File: config.mk
export PLATFORM = sky130hd
export DESIGN_NAME = alu
export DESIGN_NICKNAME = d
export VERILOG_FILES = /design/src/source/alu_ops_pkg.sv /design/src/source/datapath_cfg_pkg.sv /design/src/source/alu.sv
export SDC_FILE = /design/constraint.sdc
export NUM_CORES = 1
export LEC_CHECK = 0
export BUFFER_PORTS_ARGS = -buffer_cell sky130_fd_sc_hd__buf_2
export CAP_MARGIN = 40
export CORE_MARGIN = 2
export CORE_UTILIZATION = 43
export DETAILED_ROUTE_END_ITERATION = 10
export PLACE_DENSITY = 0.74
export SLEW_MARGIN = 25
export SYNTH_ARGS = -nofsm -noshare
export SYNTH_HDL_FRONTEND = slang
export SYNTH_SLANG_ARGS = --single-unit
File: constraint.sdc
create_clock -name clk -period 0.8 [get_ports clk]
set_input_delay 0.16 -clock clk [delete_from_list [all_inputs] [get_ports clk]]
set_output_delay 0.16 -clock clk [all_outputs]
set_load 0.05 [all_outputs]
File: src/source/alu_ops_pkg.sv
// ALU operation encoding, control struct and flag struct
package alu_ops_pkg;

    localparam int ALU_OP_WIDTH = 3;

    typedef enum logic [ALU_OP_WIDTH-1:0] {
        op_add    = 3'd0,
        op_sub    = 3'd1,
        op_and    = 3'd2,
        op_or     = 3'd3,
        op_xor    = 3'd4,
        op_pass_a = 3'd5
    } alu_op_t;

    // --------------------------------
    // Control word of one instruction
    // --------------------------------

    typedef struct packed {
        alu_op_t op;
        // Write the result through write address A
        logic    wr_a;
        // Write the result through write address B
        logic    wr_b;
    } alu_ctrl_t;

    // Carry is also the borrow of a subtract
    typedef struct packed {
        logic carry;
        logic overflow;
    } alu_flags_t;

endpackage

File: src/source/datapath_cfg_pkg.sv
// Datapath widths, word and address types, operand address and I/O status structs, window helpers
package datapath_cfg_pkg;

    localparam int WORD_WIDTH       = 36;
    localparam int ADDR_WIDTH       = 10;
    localparam int MEM_DEPTH        = 1024;
    localparam int IO_PORT_COUNT    = 4;
    localparam int PORT_INDEX_WIDTH = $clog2(IO_PORT_COUNT);

    typedef logic [WORD_WIDTH-1:0]       word_t;
    typedef logic [ADDR_WIDTH-1:0]       addr_t;
    typedef logic [IO_PORT_COUNT-1:0]    port_mask_t;
    typedef logic [PORT_INDEX_WIDTH-1:0] port_idx_t;

    // Operand addresses of one instruction
    typedef struct packed {
        addr_t read_a;
        addr_t read_b;
        addr_t write_a;
        addr_t write_b;
    } operand_addr_t;

    // EF is 1 when a read port holds data or a write port has room
    typedef struct packed {
        port_mask_t read_ef_a;
        port_mask_t read_ef_b;
        port_mask_t write_ef_a;
        port_mask_t write_ef_b;
    } io_status_t;

    // True when the address falls in the I/O port window
    function automatic logic io_window_hit(addr_t addr, int unsigned base);
        return (32'(addr) >= base) && (32'(addr) < base + IO_PORT_COUNT);
    endfunction

    function automatic port_idx_t io_port_index(addr_t addr, int unsigned base);
        return port_idx_t'(addr - addr_t'(base));
    endfunction

    function automatic port_mask_t io_port_mask(port_idx_t idx);
        return port_mask_t'(1) << idx;
    endfunction

endpackage

File: src/source/alu.sv
// Two-operand ALU with carry and overflow, registered and piped to write-back
module alu
    import datapath_cfg_pkg::*, alu_ops_pkg::*;
(
    input  logic       clk,
    input  logic       arst_n,
    input  alu_ctrl_t  ctrl,
    input  word_t      operand_a,
    input  word_t      operand_b,
    output word_t      result,
    output alu_flags_t flags
);

    // First stage computes, the rest line up with the write-back stage
    localparam int PIPE_DEPTH = 4;

    logic [WORD_WIDTH:0] sum;
    logic [WORD_WIDTH:0] diff;
    logic                sign_a;
    logic                sign_b;
    word_t               result_next;
    alu_flags_t          flags_next;

    assign sum    = {1'b0, operand_a} + {1'b0, operand_b};
    assign diff   = {1'b0, operand_a} - {1'b0, operand_b};
    assign sign_a = operand_a[WORD_WIDTH-1];
    assign sign_b = operand_b[WORD_WIDTH-1];

    always_comb begin
        result_next = operand_a;
        flags_next  = '0;
        case (ctrl.op)
            op_add: begin
                result_next         = sum[WORD_WIDTH-1:0];
                flags_next.carry    = sum[WORD_WIDTH];
                // Same signs in, other sign out
                flags_next.overflow = (sign_a == sign_b) && (sum[WORD_WIDTH-1] != sign_a);
            end
            op_sub: begin
                result_next         = diff[WORD_WIDTH-1:0];
                flags_next.carry    = diff[WORD_WIDTH];
                flags_next.overflow = (sign_a != sign_b) && (diff[WORD_WIDTH-1] != sign_a);
            end
            op_and:    result_next = operand_a & operand_b;
            op_or:     result_next = operand_a | operand_b;
            op_xor:    result_next = operand_a ^ operand_b;
            op_pass_a: result_next = operand_a;
            default:   result_next = operand_a;
        endcase
    end

    // ------------------------------
    // Output pipeline
    // ------------------------------

    word_t      result_pipe [PIPE_DEPTH];
    alu_flags_t flags_pipe  [PIPE_DEPTH];

    always_ff @(posedge clk) begin
        result_pipe[0] <= result_next;
        for (int i = 1; i < PIPE_DEPTH; i++) begin
            result_pipe[i] <= result_pipe[i-1];
        end
    end

    always_ff @(posedge clk or negedge arst_n) begin
        if (!arst_n) begin
            for (int i = 0; i < PIPE_DEPTH; i++) begin
                flags_pipe[i] <= '0;
            end
        end else begin
            flags_pipe[0] <= flags_next;
            for (int i = 1; i < PIPE_DEPTH; i++) begin
                flags_pipe[i] <= flags_pipe[i-1];
            end
        end
    end

    assign result = result_pipe[PIPE_DEPTH-1];
    assign flags  = flags_pipe[PIPE_DEPTH-1];

endmodule

## Word-level counts from Yosys, hierarchy flattened

Memory sizes are Yosys's and may differ from the RTL's.
Cells that the tools add are included.

| cells by class | value |
|---|---|
| multipliers | 0 |
| equal/unequal tests | 8 |
| add/sub/neg operators | 2 |
| div/mod/pow operators | 0 |
| shift operators | 0 |
| bitwise logic cells | 3 |
| reductions and logical operators | 3 |
| order comparisons | 0 |
| muxes and demuxes | 2 |

Operators by type and width:

| operator | count |
|---|---|
| $pmux 36 s5 | 1 |
| $add 36x36->37 | 1 |
| $sub 36x36->37 | 1 |
| $and 36x36->36 | 1 |
| $or 36x36->36 | 1 |
| $xor 36x36->36 | 1 |
| $eq 3x2->1 const B | 2 |
| $pmux 2 s2 | 1 |
| $eq 3x1->1 const B | 1 |
| $eq 3x3->1 const B | 1 |
| $logic_not 3->1 | 1 |
| $ne 1x1->1 | 3 |
| $logic_and 1x1->1 | 2 |
| $eq 1x1->1 | 1 |

| word-level totals | value |
|---|---|
| memories | 1 |
| flip-flop bits (word level) | 8 |
| word-level logic and storage cells | 27 |
| bits in latches | 0 |
| ROM bits | 0 |
| bits of input ports | 79 |
| memory bits (writable) | 144 |

Memories:

| name | depth | bits a word | read ports | clocked after memory_dff | write ports | line | RTL |
|---|---|---|---|---|---|---|---|
| result_pipe | 4 | 36 | 4 | 0 | 4 | alu.sv:56 | `word_t result_pipe [PIPE_DEPTH];` |

## Depth between registers and ports, before layout

| depth | value |
|---|---|
| depth after elaboration | 4 |
| gate-level depth with buffers | 12 |

## Worst setup path before layout

OpenSTA, ideal clock, no wires.

| path | value |
|---|---|
| path type | in2reg |
| from | input port operand_a[0] |
| to | memory result_pipe[0][20] in the netlist's numbering |
| library setup time | 0.130 ns |
| arrival | 2.843 ns |
| stages | 12 |
| path slack | -2.173 ns |
| buffers on the path | 0 |
| data required time | 0.670 ns |
| cells stage by stage | inv_1 > ha_1 > inv_1 > fa_1 > a211o_1 > a22o_2 > or3_4 > a2111o_1 > a2111oi_2 > a31oi_1 > a32oi_1 > a21oi_1 |

RTL lines:

| item | line | RTL |
|---|---|---|
| start, declared | alu.sv:8 | `input word_t operand_a,` |
| end, declared | alu.sv:56 |  |

==> flow_metrics.py <==
metrics = {
    "place": {
        "dpl.hpwl_microns": 28400,
        "port_buffers": 114,
        "postPlaceCellArea_sq_um": 13800,
        "placed_cells": 1940,
        "routabilityCongestion": 1.01,
    },
    "floorplan": {
        "die_area_sq_um": 23600,
        "core_area_sq_um": 21900,
        "ios": 117,
        "dieWidth_microns": 154,
        "initial_core_util_pct": 44.0,
        "rows": 54,
        "fp.dieH_microns": 154,
    },
    "drt": {
        "drt_iter0_drc": 1115,
        "drc": 0,
        "dr.pass1.iters": 8,
        "wl_microns": 41400,
        "antenna_left": 0,
        "vias": 11600,
        "wl_per_cell_microns": 20.6,
        "viasPerCell": 5.77,
    },
    "synthesis": {
        "synth-edff-count": 0,
        "syn-cell-area_sq_um": 9640,
        "synth-seq-cells": 152,
        "postSynthCellCount": 1193,
        "avgSynthCellArea_sq_um": 8.08,
        "ys.flop_type": "dfxtp_1",
        "yosysUniqueCellTypes": 83,
        "yosysTopAreaCellShare_pct": 29.9,
        "synth_area_leaders": "dfxtp_1 (30%), ha_1 (15%), a21oi_1 (6.2%)",
        "async_flop_share_pct": 5.26,
        "syn_nets": 1388,
        "yosys_warnings": 0,
        "yosysTopAreaCell": "dfxtp_1",
        "yosysMostFrequentCell": "dfxtp_1",
        "synth_common_cells": "dfxtp_1 (144), a21oi_1 (120), inv_1 (120)",
        "yosysSeqAreaShare_pct": 32.0,
    },
    "sta": {
        "report.final.slew_viol_count": 0,
        "final-setup-viol-count": 76,
        "setup_ws_ns": -1.83,
        "fin_skew_ns": 0.0118,
        "maxSlewHeadroom_pct": 50.8,
        "fin_crit_sh_pct": 329,
        "rsz0062_at_grt": "true",
        "fmax_mhz": 380,
        "hold_viol_final": 0,
        "min_period_ns": 2.63,
        "worst_pin_slew_ns": 0.735,
        "fin_setup_tns_ns": -65.71,
        "fin_hold_ws_ns": 0.0778,
    },
    "cts": {
        "cts_root_buffer": "clkbuf_16",
        "cts.sinks": 152,
        "cts-buffers-inserted": 17,
        "h-tree-depth": 4,
        "max-clock-path-buffers": 2,
        "cts.clk_slew.worst_paths_ns": 0.07,
        "cts_tree": "yes",
        "clock_latency_ns": 0.45,
    },
    "power_and_ir_drop": {
        "p_seq_share_pct": 32.4,
        "powerDensity_nw_per_um2": 1770,
        "power.switching_mw": 10.4,
        "p_comb_share_pct": 38.9,
        "p_leak_nw": 7.52,
        "clockPowerShare_pct": 28.7,
        "peakVddDrop_mv": 1.49,
        "internal_power_mw": 18.1,
        "netSwitchingFraction_pct": 36.5,
    },
    "worst_setup_path": {
        "cp.required_ns": 1.14,
        "cpLargestDelayFamily": "compound AO/OA/AOI/OAI gates",
        "cp-end-kind": "flop",
        "rrSetupSlack_ns": 0.26,
        "crit_fanout": 2,
        "critPathArrivalTime_ns": 2.97,
        "worstPathCellList": "buf_12, inv_12, ha_4, inv_2, fa_2, a211o_1, a22o_4, buf_4, buf_6, buf_6, o21ai_4, nand2_4, a31oi_4, o21ai_2, or3b_1, a211o_1",
        "crit_buf_inv": 6,
        "slowest_delay_ns": 0.36,
        "critical_path_class": "input pin to flop",
        "r2r-end": "result_pipe[1][23]",
        "reg2reg_depth": 0,
        "cp-start-kind": "input pin",
        "r2r_start": "result_pipe[0][23]",
        "critPathSlowestCell": "fa_2",
    },
    "cells_and_area": {
        "syn2layout_area_growth_pct": 66.3,
        "antenna_cells": 0,
        "num-fill-cells": 1588,
        "nets": 1913,
        "layout-drive-gt1-share_pct": 47.1,
        "final_area_sq_um": 16000,
        "final_cell_count_no_fill": 2011,
        "fin_util_pct": 73.2,
    },
    "job": {
        "drv_cap": 0,
    },
    "global_route": {
        "grt_max_degree": 31,
        "grt_usage_pct": 32.7,
        "grt_pass1_wl_microns": 61300,
        "grt_pass1_vias": 11500,
        "grt_overflow": 0,
        "antenna_found_initial": 1,
    },
    "outcome": {
        "violations": "setup timing",
        "outcome": "finished with violations",
    },
    "worst_hold_path": {
        "hold_class": "input pin to async pin",
    },
}
cell type report:
cell class | instances | area (sq um) | area share [%]
multi-input cells | 852 | 6910 | 43.1
inverters | 122 | 494 | 3.08
flip-flops and latches | 152 | 3130 | 19.5
clock buffers | 18 | 439 | 2.74
clock inverters | 14 | 133 | 0.827
well taps | 280 | 350 | 2.19
repair buffers | 573 | 4580 | 28.6
logic make-up (layout without fill, tap and decap cells):
family	after synthesis	after routing	synth area share (%)
AOI/OAI and AO/OA	433	433	29.5
and+or+nand+nor	278	278	13.2
buffers and inverters	189	727	7.72
DFF	152	152	32.0
adders and majority gates	116	116	15.2
xor gates and xnor gates	20	20	1.82
muxes	5	5	0.662
registers in the layout, indices dropped and copies added (netlist names):
signal / cells
flags: 2
flags_pipe: 6
result_pipe: 144
layer usage:
layer	vias to the layer above	wire length [microns]	part of all wire (%)	track usage (%)
met3	149	3720	9.0	5.21
met1	5449	16500	40	42.4
met5	-	0	0	0
met4	0	1580	3.8	12.6
li1	5306	-	-	-
met2	701	19600	47	54.7
cell usage in the layout (no fill, tap or decap), drive strengths merged, types with 16 or more instances in the layout:
cell type / count
buf: 572
dfxtp: 144
inv: 128
a21oi: 120
ha: 114
o21ai: 104
nor2: 87
nand2: 86
nor3: 27
nand3: 21
o21bai: 20
clkbuf: 18
a211oi: 18
xnor2: 17
a22oi: 16
power groups by stage:
stage               logic [mW]  registers [mW]  clock network (mW)
floorplan                 3.88            10.0                   0
finish                    11.1            9.22                8.15
detailed placement        8.83            9.17                   0
global route              11.6            9.31                8.54
global placement          8.71            9.13                   0
CTS                       10.1            9.15                8.10
worst max-delay path by stage:
stage | start | end | slack, ns | cells after the start
floorplan | operand_a[0] | result_pipe[0][20] | -2.07 | 12
global placement | operand_a[0] | result_pipe[0][20] | -2.38 | 13
detailed placement | operand_a[0] | result_pipe[0][20] | -2.43 | 13
CTS | operand_a[0] | result_pipe[0][20] | -1.77 | 13
global route | operand_a[0] | result_pipe[0][20] | -1.86 | 13
finish | operand_a[0] | result_pipe[0][32] | -1.83 | 16
repair_timing:
| item | CTS | global route |
|---|---|---|
| cloned | 0 | 0 |
| gates resized for setup | 273 | 98 |
| hold buffers | 1 | 0 |
| pin swaps | 93 | 100 |
| setup endpoints to repair | 76 | 76 |
| buffers inserted | 30 | 23 |
| endpoints found under the hold margin | 8 | 0 |
through the flow:
stage | setup slack [ns] | total power, mW
global placement | -2.38 | 17.8
CTS | -1.77 | 27.3
global route | -1.86 | 29.5
finish | -1.83 | 28.4
detailed placement | -2.43 | 18.0
floorplan | -2.07 | 13.9
Note: power is estimated with default switching activity, not from simulation.
