**config.mk**
```make
export PLATFORM = sky130hd
export DESIGN_NAME = io_predication
export DESIGN_NICKNAME = d
export VERILOG_FILES = /design/src/source/alu_ops_pkg.sv /design/src/source/datapath_cfg_pkg.sv /design/src/source/io_predication.sv
export SDC_FILE = /design/constraint.sdc
export NUM_CORES = 1
export LEC_CHECK = 0
export BUFFER_PORTS_ARGS = -buffer_cell sky130_fd_sc_hd__buf_2
export CORE_ASPECT_RATIO = 1.5
export CORE_UTILIZATION = 38
export DETAILED_ROUTE_END_ITERATION = 7
export PLACE_DENSITY = 0.85
export RECOVER_POWER = 50
export SLEW_MARGIN = 20
export SYNTH_ARGS = -nofsm -noshare
export SYNTH_HDL_FRONTEND = slang
export SYNTH_SLANG_ARGS = --single-unit
```
**constraint.sdc**
```tcl
create_clock -name clk -period 2.1 [get_ports clk]
set_input_delay 0.105 -clock clk [delete_from_list [all_inputs] [get_ports clk]]
set_output_delay 0.105 -clock clk [all_outputs]
set_load 0.005 [all_outputs]
```
**src/source/alu_ops_pkg.sv**
```systemverilog
// ALU operation encoding, control struct and flag struct
package alu_ops_pkg;

    localparam int ALU_OP_WIDTH = 3;

    typedef enum logic [ALU_OP_WIDTH-1:0] {
        op_add    = 3'd0,
        op_sub    = 3'd1,
        op_and    = 3'd2,
        op_or     = 3'd3,
        op_xor    = 3'd4,
        op_pass_a = 3'd5
    } alu_op_t;

    // --------------------------------
    // Control word of one instruction
    // --------------------------------

    typedef struct packed {
        alu_op_t op;
        // Write the result through write address A
        logic    wr_a;
        // Write the result through write address B
        logic    wr_b;
    } alu_ctrl_t;

    // Carry is also the borrow of a subtract
    typedef struct packed {
        logic carry;
        logic overflow;
    } alu_flags_t;

endpackage

```
**src/source/datapath_cfg_pkg.sv**
```systemverilog
// Datapath widths, word and address types, operand address and I/O status structs, window helpers
package datapath_cfg_pkg;

    localparam int WORD_WIDTH       = 36;
    localparam int ADDR_WIDTH       = 10;
    localparam int MEM_DEPTH        = 1024;
    localparam int IO_PORT_COUNT    = 4;
    localparam int PORT_INDEX_WIDTH = $clog2(IO_PORT_COUNT);

    typedef logic [WORD_WIDTH-1:0]       word_t;
    typedef logic [ADDR_WIDTH-1:0]       addr_t;
    typedef logic [IO_PORT_COUNT-1:0]    port_mask_t;
    typedef logic [PORT_INDEX_WIDTH-1:0] port_idx_t;

    // Operand addresses of one instruction
    typedef struct packed {
        addr_t read_a;
        addr_t read_b;
        addr_t write_a;
        addr_t write_b;
    } operand_addr_t;

    // EF is 1 when a read port holds data or a write port has room
    typedef struct packed {
        port_mask_t read_ef_a;
        port_mask_t read_ef_b;
        port_mask_t write_ef_a;
        port_mask_t write_ef_b;
    } io_status_t;

    // True when the address falls in the I/O port window
    function automatic logic io_window_hit(addr_t addr, int unsigned base);
        return (32'(addr) >= base) && (32'(addr) < base + IO_PORT_COUNT);
    endfunction

    function automatic port_idx_t io_port_index(addr_t addr, int unsigned base);
        return port_idx_t'(addr - addr_t'(base));
    endfunction

    function automatic port_mask_t io_port_mask(port_idx_t idx);
        return port_mask_t'(1) << idx;
    endfunction

endpackage

```
**src/source/io_predication.sv**
```systemverilog
// I/O window decoding, empty/full predication, io_ready, annul and read pulses
module io_predication
    import datapath_cfg_pkg::*, alu_ops_pkg::*;
#(
    parameter int unsigned IO_PORT_BASE_ADDR = 1016
) (
    input  logic          clk,
    input  logic          arst_n,
    input  operand_addr_t addr,
    input  alu_ctrl_t     ctrl,
    input  logic          cancel,
    input  io_status_t    io_status,
    output port_mask_t    io_rden_a,
    output port_mask_t    io_rden_b,
    output logic          rd_is_io_a,
    output logic          rd_is_io_b,
    output port_idx_t     rd_port_a,
    output port_idx_t     rd_port_b,
    output logic          io_ready,
    output logic          annul
);

    // ------------------------------
    // Stage 1 decode
    // ------------------------------

    logic      hit_rd_a;
    logic      hit_rd_b;
    logic      hit_wr_a;
    logic      hit_wr_b;
    port_idx_t idx_rd_a;
    port_idx_t idx_rd_b;
    port_idx_t idx_wr_a;
    port_idx_t idx_wr_b;
    logic      blocked;

    assign hit_rd_a = io_window_hit(addr.read_a, IO_PORT_BASE_ADDR);
    assign hit_rd_b = io_window_hit(addr.read_b, IO_PORT_BASE_ADDR);
    assign hit_wr_a = io_window_hit(addr.write_a, IO_PORT_BASE_ADDR);
    assign hit_wr_b = io_window_hit(addr.write_b, IO_PORT_BASE_ADDR);

    assign idx_rd_a = io_port_index(addr.read_a, IO_PORT_BASE_ADDR);
    assign idx_rd_b = io_port_index(addr.read_b, IO_PORT_BASE_ADDR);
    assign idx_wr_a = io_port_index(addr.write_a, IO_PORT_BASE_ADDR);
    assign idx_wr_b = io_port_index(addr.write_b, IO_PORT_BASE_ADDR);

    // Any empty read port or full write port blocks the instruction
    assign blocked = (hit_rd_a && !io_status.read_ef_a[idx_rd_a])
                  || (hit_rd_b && !io_status.read_ef_b[idx_rd_b])
                  || (ctrl.wr_a && hit_wr_a && !io_status.write_ef_a[idx_wr_a])
                  || (ctrl.wr_b && hit_wr_b && !io_status.write_ef_b[idx_wr_b]);

    logic      s1_rd_is_io_a;
    logic      s1_rd_is_io_b;
    port_idx_t s1_rd_port_a;
    port_idx_t s1_rd_port_b;
    logic      s1_blocked;
    logic      s1_cancel;
    logic      s1_annul;

    always_ff @(posedge clk or negedge arst_n) begin
        if (!arst_n) begin
            s1_rd_is_io_a <= 1'b0;
            s1_rd_is_io_b <= 1'b0;
            s1_rd_port_a  <= '0;
            s1_rd_port_b  <= '0;
            s1_blocked    <= 1'b1;
            s1_cancel     <= 1'b0;
        end else begin
            s1_rd_is_io_a <= hit_rd_a;
            s1_rd_is_io_b <= hit_rd_b;
            s1_rd_port_a  <= idx_rd_a;
            s1_rd_port_b  <= idx_rd_b;
            s1_blocked    <= blocked;
            s1_cancel     <= cancel;
        end
    end

    assign s1_annul = s1_blocked || s1_cancel;

    // ------------------------------
    // Stage 2 outputs
    // ------------------------------

    always_ff @(posedge clk or negedge arst_n) begin
        if (!arst_n) begin
            io_ready   <= 1'b0;
            annul      <= 1'b1;
            io_rden_a  <= '0;
            io_rden_b  <= '0;
            rd_is_io_a <= 1'b0;
            rd_is_io_b <= 1'b0;
            rd_port_a  <= '0;
            rd_port_b  <= '0;
        end else begin
            io_ready   <= !s1_blocked;
            annul      <= s1_annul;
            // Pop a port only when the instruction really executes
            io_rden_a  <= (s1_rd_is_io_a && !s1_annul) ? io_port_mask(s1_rd_port_a) : '0;
            io_rden_b  <= (s1_rd_is_io_b && !s1_annul) ? io_port_mask(s1_rd_port_b) : '0;
            rd_is_io_a <= s1_rd_is_io_a;
            rd_is_io_b <= s1_rd_is_io_b;
            rd_port_a  <= s1_rd_port_a;
            rd_port_b  <= s1_rd_port_b;
        end
    end

    // A pulse traces back to a ready, uncancelled instruction with data in that port
    a_rden_needs_ready: assert property (
        @(posedge clk) disable iff (!arst_n)
        (|io_rden_a || |io_rden_b) |->
            io_ready && !$past(cancel, 2)
            && ((io_rden_a & ~$past(io_status.read_ef_a, 2)) == '0)
            && ((io_rden_b & ~$past(io_status.read_ef_b, 2)) == '0)
    );

endmodule

```
== Yosys cells after proc, flatten, opt, wreduce, memory -nomap -nowiden ==
Cells that the tools add are included.

* Bits in registers: 24
* Bits in latches: 0
* RAM bits: 0
* Memory bits (read-only): 0
* Bits of input ports: 64
* Output and inout bits: 16
* Logic and storage cells: 64
* Memories kept: 0

* $add $sub $neg: 4
* $mul: 0
* Div/mod/pow operators: 0
* Order comparisons: 12
* Equal/unequal tests: 0
* Shift-type cells: 2
* Multiplexer cells: 10
* Bitwise logic cells: 0
* Reductions and logical operators: 22

{| class="wikitable"
|+ Operator list
! cell !! number
|-
| greater-or-equal comparator 10 bit, second input constant || 4
|-
| less-than comparator 10 bit, second input constant || 4
|-
| logical AND 1 bit || 12
|-
| less-than comparator 2 x 3 -> 1 bit, second input constant || 4
|-
| binary-select mux 1 bit (select 2 bit) || 4
|-
| two-way mux 4 bit || 2
|-
| << shifter 1 x 2 -> 4 bit, first input constant || 2
|-
| subtractor 2 x 1 -> 2 bit, second input constant || 4
|-
| logical NOT 1 bit || 6
|-
| logical OR 1 bit || 4
|-
| two-way mux 1 bit || 4
|}

== Depth between registers and ports, before layout ==
* Depth in word-level cells: 8
* Mapped depth: 3
* Gate-level depth less buffers: 3

== Worst setup path after synthesis ==
No wires, ideal clock.

* Kind: input -> register
* Start: input port addr[0] (netlist name)
* End: register s1_blocked
* Library setup time: 0.060 ns
* Data arrival time: 0.988 ns
* Data required time: 2.040 ns
* Slack: 1.052 ns
* Stages: 3
* Path buffers: 0
* Cell sequence: mux4_1 -> nor4_1 -> or4_1

* Word-level cells in the longest chain between the ends: 6
* Elaborated cells on any way between the ends: 10
* Those cells by class: add/sub (1); order compare (2); mux (2); reduce/logical (5)

{| class="wikitable"
|+ Ends and longest elaborated chain
! item !! RTL line !! text
|-
| from (decl) || io_predication.sv:9 || <nowiki>input operand_addr_t addr,</nowiki>
|-
| subtractor 2 x 1 -> 2 bit || datapath_cfg_pkg.sv:37 || <nowiki>return port_idx_t'(addr - addr_t'(base));</nowiki>
|-
| binary-select mux 1 bit (select 2 bit) || io_predication.sv:51 || <nowiki>|| (ctrl.wr_b && hit_wr_b && !io_status.write_ef_b[idx_wr_b]);</nowiki>
|-
| two-way mux 1 bit (not written as such) || io_predication.sv:51 ||
|-
| logical NOT 1 bit || io_predication.sv:51 ||
|-
| logical AND 1 bit * || io_predication.sv:51 ||
|-
| logical OR 1 bit * || io_predication.sv:51 ||
|-
| named net blocked || io_predication.sv:35 || <nowiki>logic blocked;</nowiki>
|-
| to (signal assigned) || io_predication.sv:74 || <nowiki>s1_blocked <= blocked;</nowiki>
|-
| to (decl) || io_predication.sv:57 || <nowiki>logic s1_blocked;</nowiki>
|}

The timed path passes the listed nets; every way through them passes the cells marked *. The select of a mux whose other input is x is not followed.

== Final worst setup path ==
* Start: input port addr[30] (netlist name)
* End: register s1_blocked

* Word-level cells in the longest chain between the ends: 8
* Elaborated cells on any way between the ends: 11
* Those cells by class: add/sub (1); order compare (2); mux (2); reduce/logical (6)

{| class="wikitable"
|+ Ends and longest elaborated chain
! item !! RTL line !! text
|-
| subtractor 2 x 1 -> 2 bit || datapath_cfg_pkg.sv:37 ||
|-
| binary-select mux 1 bit (select 2 bit) || io_predication.sv:48 || <nowiki>assign blocked = (hit_rd_a && !io_status.read_ef_a[idx_rd_a])</nowiki>
|-
| two-way mux 1 bit (not written as such) || io_predication.sv:48 ||
|-
| logical NOT 1 bit || io_predication.sv:48 ||
|-
| logical AND 1 bit * || io_predication.sv:48 ||
|-
| logical OR 1 bit * || io_predication.sv:49 || <nowiki>|| (hit_rd_b && !io_status.read_ef_b[idx_rd_b])</nowiki>
|-
| logical OR 1 bit * || io_predication.sv:50 || <nowiki>|| (ctrl.wr_a && hit_wr_a && !io_status.write_ef_a[idx_wr_a])</nowiki>
|-
| logical OR 1 bit * || io_predication.sv:51 ||
|-
| named net blocked || io_predication.sv:35 ||
|}

Marks and branches as above.

==> reports/metrics.cfg <==
[status]
status = complete, no violations

[sta]
max_freq_ghz = 0.737
worst_pin_slew_ps = 1170
relSlewSlack_pct = 21.7
finalHoldViolCount = 0
slew_viol_final = 0
finalCritPeriodShare_pct = 64.6
finalCriticalPeriod_ps = 1360
worst_clock_skew_ps = 2.09
rsz0062_at_grt = no
fin_tns_setup_ps = 0
fin_ws_ps = 743
setup_viol = 0

[setup_path]
end_kind = flop
critPathKind = input port to flop
crit_path_start_kind = input port
crit_chain = dlygate4sd3_1 > clkbuf_1 > mux4_2 > nor3_1 > or4_1
path_max_fanout = 2
required_ps = 2340
slowest_stage = dlygate4sd3_1
critPathBufInv = 2
path_delay_family = buffers and inverters
cp_data_arrival_time_ps = 1590
cpPeakStageDelay_ps = 540

[power_and_ir_drop]
p_switching_uw = 168
power_frac_comb_pct = 12.3
power_frac_clock_pct = 28.6
peakVddDrop_v = 0.000277
p_sw_share_pct = 20.7
p_leak_uw = 0.000730
p_int_uw = 643
seq_power_share_pct = 59.1
power_per_cell_area_mw_per_mm2 = 592

[detailed_routing]
antenna_left = 0
first_pass_iters = 4
wirelength_um = 1980
drtIter0Drc = 10
viasPerCell = 4.81
vias = 817
wl_per_cell_um = 11.6
drc = 0

[floorplan]
die_w_um = 41.1
rows = 20
die_h_um = 60.6
core_area_mm2 = 0.00210
ios = 80
initial_core_util_pct = 41.4
fp.dieArea_mm2 = 0.00249

[final_layout]
n_antenna_cell = 0
syn_to_final_growth_pct = 57.2
nets = 213
drive_gt1_share_pct = 54.1

[global_route]
overflow = 0
grt_first_pass_wirelength_um = 2860
grt_pass1_vias = 734
grt_max_degree = 25
grt_antenna_before_repair = 0
track_usage_pct = 17.2

[place]
pre_cts_ws_ps = 835
place_congestion = 0.700
port_buffers = 76
dp_hpwl_um = 1670

[clocking]
cts-root-buf = clkbuf_4
cts_tree = built
cts-buffers-inserted = 3
clock_latency_ps = 310
clock_sinks = 24
clkTransAtPathRegs_ps = 120
max-clock-path-buffers = 2
htreeDepth = 1
cts_setup_buffers = 0

[run]
drv_cap = 0

[yosys]
yosysWarnings = 0
ys_seq_area_share_pct = 69.3
syn-num-nets = 126
syn_inst = 62
syn-cell-area_um2 = 871
avgSynthCellArea_um2 = 14.0
ys_ff_latch = 24
ys_types = 14

[min_path]
min_path_type = input port to flop

final timing paths:
kind / startpoint / end / slack (ps) / depth (start not counted)
max: addr[30] / s1_blocked$_DFF_PN1_ / 740 / 5
min: addr[36] / s1_rd_is_io_a$_DFF_PN0_ / 50 / 3
max reg2reg: s1_blocked$_DFF_PN1_ / io_rden_b[0]$_DFF_PN0_ / 1060 / 3
min reg2reg: s1_rd_is_io_b$_DFF_PN0_ / rd_is_io_b$_DFF_PN0_ / 410 / 0
max in group asynchronous: arst_n / s1_rd_is_io_a$_DFF_PN0_ / 870 / 2
min in group asynchronous: arst_n / rd_is_io_b$_DFF_PN0_ / 540 / 2
worst reg2reg max path, stage by stage, from the launching register on:
cell and delay (ps):
dfstp_2 390, nor2_1 260, nand2_1 120, nor3_1 180
cells in the mapped netlist:
master | instances | area share, %
nand4b_1 | 2 | 2.0
nand3_1 | 2 | 1.1
inv_1 | 4 | 1.7
nor4_1 | 2 | 1.4
or4_1 | 1 | 0.86
nor3_1 | 6 | 3.4
nand4_1 | 4 | 2.9
mux4_1 | 1 | 3.0
nor2_1 | 7 | 3.0
nand2_1 | 4 | 1.7
dfstp_2 | 2 | 6.0
nand3b_1 | 2 | 1.7
mux4_2 | 3 | 7.8
dfrtp_1 | 22 | 63
area by class of cell:
cell class,instances,area [um^2]
tap,22,27.5
fill,173,733
inverter,4,15.0
timing repair buffer,82,434
clock buffer,4,36.3
sequential,24,603
multi-input combinational,34,253
state kept, by name, summed over array words and instances, names as in the netlist, 2 cells and up:
name and cells:
io_rden_a 4, io_rden_b 4, rd_port_a 2, rd_port_b 2, s1_rd_port_a 2, s1_rd_port_b 2
kinds of logic after synthesis:
family	synth area share, %
flops	69.3
mux	10.8
simple gates	18.2
buf+inv	1.72
layout by cell type (no fill, tap or decap):
master	instances
nand4b_1	2
mux4_2	3
nand2_1	4
nor2_1	7
clkbuf_8	1
clkbuf_4	3
nand3b_1	2
buf_2	71
inv_1	4
nand4_1	4
dlygate4sd3_1	6
dfrtp_1	22
nor4_1	2
nor3_1	6
clkbuf_1	5
or4_1	1
dfstp_2	2
mux4_1	1
nand3_1	2
routing by layer:
metal	routed length (um)	track usage, %	part of all wire [%]	vias to the layer above
met1	615	16.4	31	359
met4	58	11.0	2.9	0
met5	0	0	0	-
met3	148	1.47	7.5	6
li1	-	-	-	398
met2	1150	31.9	58	54
stage by stage:
stage	utilization [%]	cells	hold WS (ps)	power (uW)	instance area, um^2
after floorplan	-	62	-191	509	871
after CTS	65.4	170	41.5	819	1380
final	65.1	170	48.6	811	1370
after detailed placement	60.8	160	95.6	582	1280
after global placement	60.8	160	83.7	577	1280
after global routing	65.1	170	37.4	852	1370
power groups by stage:
| stage | sequential, uW | clock [uW] | combinational [uW] |
|---|---|---|---|
| 2_1_floorplan | 488 | 0 | 21.6 |
| 3_3_place_gp | 487 | 0 | 89.6 |
| 3_5_place_dp | 488 | 0 | 94.2 |
| 4_1_cts | 479 | 237 | 103 |
| 5_1_grt | 481 | 260 | 111 |
| 6_report | 479 | 232 | 99.8 |
what timing repair did:
action / in CTS / in global routing
endpoints found under the hold margin: 27 / 0
hold buffers: 6 / 0
gates resized for setup: 0 / 0
(Power assumes the default switching activity.)
